$ cat src/common/vcache_pkg.sv
package vcache_pkg;

    localparam int LANES  = 2;
    localparam int DATA_W = 32;
    localparam int ROW_W  = 4;   // 16 rows per lane per block
    localparam int BLK_W  = 2;   // room for 4 blocks
    localparam int ADDR_W = BLK_W + ROW_W + 1;
    localparam int TXN_W  = 8;

    typedef enum logic {
        OP_READ  = 1'b0,
        OP_WRITE = 1'b1
    } opcode_e;

    // host address layout is {block, row, lane}

    function automatic logic [BLK_W-1:0] addr_block(
        input logic [ADDR_W-1:0] addr
    );
        return addr[ADDR_W-1 -: BLK_W];
    endfunction

    function automatic logic [ROW_W-1:0] addr_row(
        input logic [ADDR_W-1:0] addr
    );
        return addr[ROW_W:1];
    endfunction

    function automatic logic addr_lane(
        input logic [ADDR_W-1:0] addr
    );
        return addr[0];
    endfunction

endpackage

$ cat src/mem_block/bank_sram.sv
`timescale 1ns/10ps

module bank_sram (
    input  logic                             clk,

    input  logic                             rd_en   [vcache_pkg::LANES],
    input  logic                             wr_en   [vcache_pkg::LANES],
    input  logic [vcache_pkg::ROW_W-1:0]     row     [vcache_pkg::LANES],
    input  logic [vcache_pkg::DATA_W-1:0]    wr_data [vcache_pkg::LANES],

    output logic [vcache_pkg::DATA_W-1:0]    rd_data [vcache_pkg::LANES]
);
    import vcache_pkg::*;

    localparam int DEPTH = 2 ** ROW_W;

    // one independent single-port array per lane
    for (genvar l = 0; l < LANES; l++) begin : g_bank
        logic [DATA_W-1:0] mem [DEPTH];

        always_ff @(posedge clk) begin
            if (wr_en[l]) begin
                mem[row[l]] <= wr_data[l];
            end
        end

        always_ff @(posedge clk) begin
            if (rd_en[l]) begin
                rd_data[l] <= mem[row[l]];   // held until next read
            end
        end
    end

endmodule

$ cat src/mem_block/mem_block.sv
`timescale 1ns/10ps

module mem_block #(
    parameter int unsigned BLOCK_ID = 0
) (
    input  logic                             clk,
    input  logic                             rst_n,

    input  logic                             in_vld     [vcache_pkg::LANES],
    input  vcache_pkg::opcode_e              in_opcode  [vcache_pkg::LANES],
    input  logic [vcache_pkg::BLK_W-1:0]     in_blk     [vcache_pkg::LANES],
    input  logic [vcache_pkg::ROW_W-1:0]     in_row     [vcache_pkg::LANES],
    input  logic [vcache_pkg::TXN_W-1:0]     in_txnid   [vcache_pkg::LANES],
    input  logic [vcache_pkg::DATA_W-1:0]    in_data    [vcache_pkg::LANES],
    input  logic                             in_err     [vcache_pkg::LANES],

    output logic                             out_vld    [vcache_pkg::LANES],
    output vcache_pkg::opcode_e              out_opcode [vcache_pkg::LANES],
    output logic [vcache_pkg::BLK_W-1:0]     out_blk    [vcache_pkg::LANES],
    output logic [vcache_pkg::ROW_W-1:0]     out_row    [vcache_pkg::LANES],
    output logic [vcache_pkg::TXN_W-1:0]     out_txnid  [vcache_pkg::LANES],
    output logic [vcache_pkg::DATA_W-1:0]    out_data   [vcache_pkg::LANES],
    output logic                             out_err    [vcache_pkg::LANES]
);
    import vcache_pkg::*;

    localparam logic [BLK_W-1:0] MY_BLK = BLK_W'(BLOCK_ID);

    logic               hit      [LANES];
    logic               rd_en    [LANES];
    logic               wr_en    [LANES];
    logic [DATA_W-1:0]  rd_data  [LANES];
    logic               rd_hit_q [LANES];
    logic [DATA_W-1:0]  data_q   [LANES];

    for (genvar l = 0; l < LANES; l++) begin : g_lane
        // errored items pass through untouched
        assign hit[l]   = in_vld[l] && !in_err[l] && (in_blk[l] == MY_BLK);
        assign rd_en[l] = hit[l] && (in_opcode[l] == OP_READ);
        assign wr_en[l] = hit[l] && (in_opcode[l] == OP_WRITE);

        always_ff @(posedge clk or negedge rst_n) begin
            if (!rst_n) begin
                out_vld[l]  <= 1'b0;
                rd_hit_q[l] <= 1'b0;
            end else begin
                out_vld[l]  <= in_vld[l];
                rd_hit_q[l] <= rd_en[l];
            end
        end

        always_ff @(posedge clk) begin
            if (in_vld[l]) begin
                out_opcode[l] <= in_opcode[l];
                out_blk[l]    <= in_blk[l];
                out_row[l]    <= in_row[l];
                out_txnid[l]  <= in_txnid[l];
                out_err[l]    <= in_err[l];
                data_q[l]     <= in_data[l];
            end
        end

        // sram word lands in the same cycle as the registered item
        assign out_data[l] = rd_hit_q[l] ? rd_data[l] : data_q[l];
    end

    bank_sram u_bank (
        .clk     (clk),
        .rd_en   (rd_en),
        .wr_en   (wr_en),
        .row     (in_row),
        .wr_data (in_data),   // write ack keeps its own data
        .rd_data (rd_data)
    );

endmodule

$ cat src/req_router.sv
`timescale 1ns/10ps

module req_router #(
    parameter int unsigned NUM_BLOCKS = 3
) (
    input  logic                             clk,
    input  logic                             rst_n,

    input  logic                             req_vld,
    input  vcache_pkg::opcode_e              req_opcode,
    input  logic [vcache_pkg::ADDR_W-1:0]    req_addr,
    input  logic [vcache_pkg::DATA_W-1:0]    req_wdata,
    input  logic [vcache_pkg::TXN_W-1:0]     req_txnid,

    output logic                             item_vld    [vcache_pkg::LANES],
    output vcache_pkg::opcode_e              item_opcode [vcache_pkg::LANES],
    output logic [vcache_pkg::BLK_W-1:0]     item_blk    [vcache_pkg::LANES],
    output logic [vcache_pkg::ROW_W-1:0]     item_row    [vcache_pkg::LANES],
    output logic [vcache_pkg::TXN_W-1:0]     item_txnid  [vcache_pkg::LANES],
    output logic [vcache_pkg::DATA_W-1:0]    item_data   [vcache_pkg::LANES],
    output logic                             item_err    [vcache_pkg::LANES]
);
    import vcache_pkg::*;

    logic               lane_sel;
    logic [BLK_W-1:0]   blk;
    logic [ROW_W-1:0]   row;
    logic               blk_bad;
    logic [DATA_W-1:0]  data;

    always_comb begin
        lane_sel = addr_lane(req_addr);
        blk      = addr_block(req_addr);
        row      = addr_row(req_addr);
        blk_bad  = (32'(blk) >= NUM_BLOCKS);   // no block will claim it
        // reads and errored requests carry a zero word
        data     = (req_opcode == OP_WRITE && !blk_bad) ? req_wdata : '0;
    end

    for (genvar l = 0; l < LANES; l++) begin : g_lane
        logic take;

        assign take = req_vld && (int'(lane_sel) == l);

        always_ff @(posedge clk or negedge rst_n) begin
            if (!rst_n) begin
                item_vld[l] <= 1'b0;
            end else begin
                item_vld[l] <= take;   // other lane drops to 0
            end
        end

        always_ff @(posedge clk) begin
            if (take) begin
                item_opcode[l] <= req_opcode;
                item_blk[l]    <= blk;
                item_row[l]    <= row;
                item_txnid[l]  <= req_txnid;
                item_data[l]   <= data;
                item_err[l]    <= blk_bad;
            end
        end
    end

endmodule

$ cat src/vcache_ring_top.sv
`timescale 1ns/10ps

module vcache_ring_top #(
    parameter int unsigned NUM_BLOCKS = 3
) (
    input  logic                             clk,
    input  logic                             rst_n,

    input  logic                             req_vld,
    input  vcache_pkg::opcode_e              req_opcode,
    input  logic [vcache_pkg::ADDR_W-1:0]    req_addr,
    input  logic [vcache_pkg::DATA_W-1:0]    req_wdata,
    input  logic [vcache_pkg::TXN_W-1:0]     req_txnid,

    output logic                             rsp_vld    [vcache_pkg::LANES],
    output vcache_pkg::opcode_e              rsp_opcode [vcache_pkg::LANES],
    output logic [vcache_pkg::TXN_W-1:0]     rsp_txnid  [vcache_pkg::LANES],
    output logic [vcache_pkg::DATA_W-1:0]    rsp_data   [vcache_pkg::LANES],
    output logic                             rsp_err    [vcache_pkg::LANES]
);
    import vcache_pkg::*;

    // stage 0 from the router, stage NUM_BLOCKS is the east end
    logic               stg_vld    [NUM_BLOCKS+1][LANES];
    opcode_e            stg_opcode [NUM_BLOCKS+1][LANES];
    logic [BLK_W-1:0]   stg_blk    [NUM_BLOCKS+1][LANES];
    logic [ROW_W-1:0]   stg_row    [NUM_BLOCKS+1][LANES];
    logic [TXN_W-1:0]   stg_txnid  [NUM_BLOCKS+1][LANES];
    logic [DATA_W-1:0]  stg_data   [NUM_BLOCKS+1][LANES];
    logic               stg_err    [NUM_BLOCKS+1][LANES];

    req_router #(
        .NUM_BLOCKS (NUM_BLOCKS)
    ) u_router (
        .clk         (clk),
        .rst_n       (rst_n),
        .req_vld     (req_vld),
        .req_opcode  (req_opcode),
        .req_addr    (req_addr),
        .req_wdata   (req_wdata),
        .req_txnid   (req_txnid),
        .item_vld    (stg_vld[0]),
        .item_opcode (stg_opcode[0]),
        .item_blk    (stg_blk[0]),
        .item_row    (stg_row[0]),
        .item_txnid  (stg_txnid[0]),
        .item_data   (stg_data[0]),
        .item_err    (stg_err[0])
    );

    for (genvar b = 0; b < NUM_BLOCKS; b++) begin : g_blk
        mem_block #(
            .BLOCK_ID (b)
        ) u_blk (
            .clk        (clk),
            .rst_n      (rst_n),
            .in_vld     (stg_vld[b]),
            .in_opcode  (stg_opcode[b]),
            .in_blk     (stg_blk[b]),
            .in_row     (stg_row[b]),
            .in_txnid   (stg_txnid[b]),
            .in_data    (stg_data[b]),
            .in_err     (stg_err[b]),
            .out_vld    (stg_vld[b+1]),
            .out_opcode (stg_opcode[b+1]),
            .out_blk    (stg_blk[b+1]),
            .out_row    (stg_row[b+1]),
            .out_txnid  (stg_txnid[b+1]),
            .out_data   (stg_data[b+1]),
            .out_err    (stg_err[b+1])
        );
    end

    // blk and row of the last stage have no consumer beyond the chain
    for (genvar l = 0; l < LANES; l++) begin : g_rsp
        assign rsp_vld[l]    = stg_vld[NUM_BLOCKS][l];
        assign rsp_opcode[l] = stg_opcode[NUM_BLOCKS][l];
        assign rsp_txnid[l]  = stg_txnid[NUM_BLOCKS][l];
        assign rsp_data[l]   = stg_data[NUM_BLOCKS][l];
        assign rsp_err[l]    = stg_err[NUM_BLOCKS][l];
    end

endmodule

$ cat config.mk
export PLATFORM = sky130hd
export DESIGN_NAME = vcache_ring_top
export DESIGN_NICKNAME = d
export VERILOG_FILES = /design/src/common/vcache_pkg.sv /design/src/mem_block/bank_sram.sv /design/src/mem_block/mem_block.sv /design/src/req_router.sv /design/src/vcache_ring_top.sv
export SDC_FILE = /design/constraint.sdc
export NUM_CORES = 2
export LEC_CHECK = 0
export BUFFER_PORTS_ARGS = -buffer_cell sky130_fd_sc_hd__buf_2
export CAP_MARGIN = 10
export CORE_MARGIN = 8
export CORE_UTILIZATION = 65
export CTS_BUF_LIST = sky130_fd_sc_hd__clkbuf_16
export DETAILED_ROUTE_END_ITERATION = 6
export PLACE_DENSITY_LB_ADDON = 0.15
export RECOVER_POWER = 100
export SYNTH_ARGS = -nofsm -noshare
export SYNTH_HDL_FRONTEND = slang
export SYNTH_HIERARCHICAL = 1
export SYNTH_SLANG_ARGS = --single-unit
export TNS_END_PERCENT = 5
$ cat constraint.sdc
create_clock -name clk -period 15.7 [get_ports clk]
set_clock_uncertainty 0.15 [all_clocks]
set_input_delay 3.925 -clock clk [delete_from_list [all_inputs] [get_ports clk]]
set_output_delay 3.925 -clock clk [all_outputs]
set_load 0.02 [all_outputs]
==> flow_summary.toml <==
[outcome]
status = "complete, but fails checks"
violations = "max-capacitance violations, max-slew violations"

[global_route]
grt_pass1_vias = 63020
grt_overflow = 0
grt_first_pass_wirelength_um = 427200
grt_max_degree = 136
antenna_found_initial = 16
gr-usage-all-layers_pct = 26.14

[floorplanning]
die_h_um = 474.0
coreArea_um2 = 209200
dieArea_um2 = 224700
row_count = 168
ioPinCount = 137
floorplan.initialDensity_pct = 65.20
die_w_um = 474.0

[layout]
syn_to_final_growth_pct = 10.14
nFillCells = 11890
fin_nets = 6119
drive_gt1_share_pct = 22.65

[clock_tree]
cts_tree = "yes"
h-tree-depth = 5
clock_sinks = 3650
clk_pin_slew_ps = 60
clk_latency_ps = 950
cts-root-buf = "clkbuf_16"
cts_resized = 0
cts_hold_buf = 0
numCtsBuffers = 364
post_cts_buffers = 0
clock_path_buffers = 4

[power]
ir_drop_mv = 0.1223
pwr-share-seq_pct = 55.3
p_clk_share_pct = 41.3
switching_power_mw = 3.959
power.leakage_nw = 48.12
swShare_pct = 20.04
powerDensity_nw_per_um2 = 131.5
intPower_mw = 15.80
power_frac_comb_pct = 3.4
power.total_mw = 19.75

[synth]
synth_cells = 5709
ys_warn_count = 6
netlist_area_um2 = 136400
synth.avg_cell_area_um2 = 23.89
syn_nets = 5760

[route]
ant_nets = 0
drtIter0Drc = 7826
via_per_inst = 6.700
drc = 0
first_pass_iters = 5
wl_um = 296000
routedWlPerCell_um = 32.35
dr_total_vias = 61290

[timing]
maxSlewViolCount = 4329
hold_viol = 0
period_minus_slack_ps = 9829
worst_slew_pin_slew_ps = 4590
setup-tns-final_ps = 0
relSlewSlack_pct = -206.0
rsz0062_at_grt = "false"
setup_viol = 0
fin_crit_sh_pct = 62.61
max_freq_mhz = 101.7

[critical_path]
reg2reg_from = "g_blk[1].u_blk/out_row[0]$_DFFE_PP_"
worstSetupStartpointType = "register"
r2r_end = "g_blk[2].u_blk/u_bank/g_bank[1].mem[13][10]$_DFFE_PP_"
setup.worst_path.end = "g_blk[2].u_blk/u_bank/g_bank[1].mem[13][10]$_DFFE_PP_"
arrival_ps = 10200
path_class = "reg -> reg"
r2r_cells = 5
cp.required_ps = 16070
cp_max_fo = 44
cp-startpoint = "g_blk[1].u_blk/out_row[0]$_DFFE_PP_"
r2r_setup_slack_ps = 5870
cp-end-kind = "register"

[hold_path]
min_path_type = "reg -> reg"

[placed_design]
portBuffers = 136
gp_congestion = 0.7677
dp.final_hpwl_um = 155800

[flow_run]
maxCapViolations = 143
## worst min path at each step
| stage | start | end | slack, ps | cells past startpoint |
|---|---|---|---|---|
| CTS | g_blk[0].u_blk/out_txnid[13]$_DFFE_PP_ | g_blk[1].u_blk/out_txnid[13]$_DFFE_PP_ | 270 | 0 |
| finish | u_router/item_txnid[0]$_DFFE_PP_ | g_blk[0].u_blk/out_txnid[0]$_DFFE_PP_ | 270 | 0 |
| detailed placement | u_router/item_txnid[9]$_DFFE_PP_ | g_blk[0].u_blk/out_txnid[9]$_DFFE_PP_ | 260 | 0 |
| global placement | u_router/item_txnid[11]$_DFFE_PP_ | g_blk[0].u_blk/out_txnid[11]$_DFFE_PP_ | 250 | 0 |
| floorplan | u_router/item_txnid[0]$_DFFE_PP_ | g_blk[0].u_blk/out_txnid[0]$_DFFE_PP_ | 250 | 0 |
| global route | u_router/item_txnid[0]$_DFFE_PP_ | g_blk[0].u_blk/out_txnid[0]$_DFFE_PP_ | 270 | 0 |
## layout by cell type (no fill, tap or decap), drive strengths merged
cell,instances
dfrtp,14
nor2b,13
nor3,24
nand3b,12
clkinvlp,8
nor4,2
inv,84
nand2,199
bufinv,26
nor4b,2
and3,32
clkinv,147
nand3,6
or3b,6
nand2b,14
mux4,768
mux2,192
diode,9
nor2,86
a22oi,384
buf,118
clkbuf,551
edfxtp,3636
nand4bb,4
and2,7
## power by group through the flow
stage | clock network [mW] | registers [mW] | logic, mW
2_1_floorplan | 0 | 11.1 | 0.471
3_3_place_gp | 0 | 11.1 | 0.660
3_5_place_dp | 0 | 11.1 | 0.675
4_1_cts | 8.27 | 10.9 | 0.679
5_1_grt | 8.62 | 10.9 | 0.718
6_report | 8.15 | 10.9 | 0.674
## flip-flops by register name (all words and copies together) (netlist names)
register	flops
g_blk.u_blk/out_vld	6
g_blk.u_blk/rd_hit_q	6
g_blk.u_blk/out_err	6
g_blk.u_blk/out_row	16
g_blk.u_blk/out_blk	8
u_router/item_data	64
u_router/item_opcode	2
g_blk.u_blk/u_bank/g_bank.mem	3072
u_router/item_err	2
u_router/item_vld	2
g_blk.u_blk/out_txnid	48
u_router/item_txnid	16
u_router/item_row	8
g_blk.u_blk/out_opcode	6
g_blk.u_blk/data_q	192
u_router/item_blk	4
g_blk.u_blk/u_bank/rd_data	192
## metal layers
metal / vias up / wire, um / track usage (%)
met1: 32840 / 115000 / 37.68
met5: - / 13 / 0
met3: 443 / 27190 / 3.994
met2: 3021 / 147400 / 43.40
met4: 2 / 6353 / 6.218
li1: 24990 / - / -
## metrics by stage
step	utilization, %	worst slack [ps]	cell area [um2]	std cells	hold slack (ps)
after detailed placement	67.29	9977	140700	8507	255.6
after floorplan	-	8981	136400	5709	250.3
after CTS	72.61	8932	151900	9140	269.7
after global routing	71.81	4576	150200	9148	270.2
after global placement	67.29	9993	140700	8507	251.6
final	71.81	5871	150200	9149	268.8
## final cells by class
cell class                      instances  area (um2)  area share [%]
Sequential cell                      3650      109500           72.94
Antenna cell                            9       22.52         0.01500
Multi-Input combinational cell       1751       24600           16.38
Timing Repair Buffer                  296        1349          0.8981
Inverter                                5       18.77         0.01250
Clock inverter                        260        1800           1.199
Clock buffer                          373        9334           6.215
Tap cell                             2805        3510           2.337
## worst max-delay path: stages (launching register included)
cell	delay, ps
edfxtp_1	330
clkbuf_1	2570
clkbuf_1	2610
nand3_1	770
nor2_1	1720
clkbuf_1	1210
No activity file was read; power rests on OpenSTA's default activity.
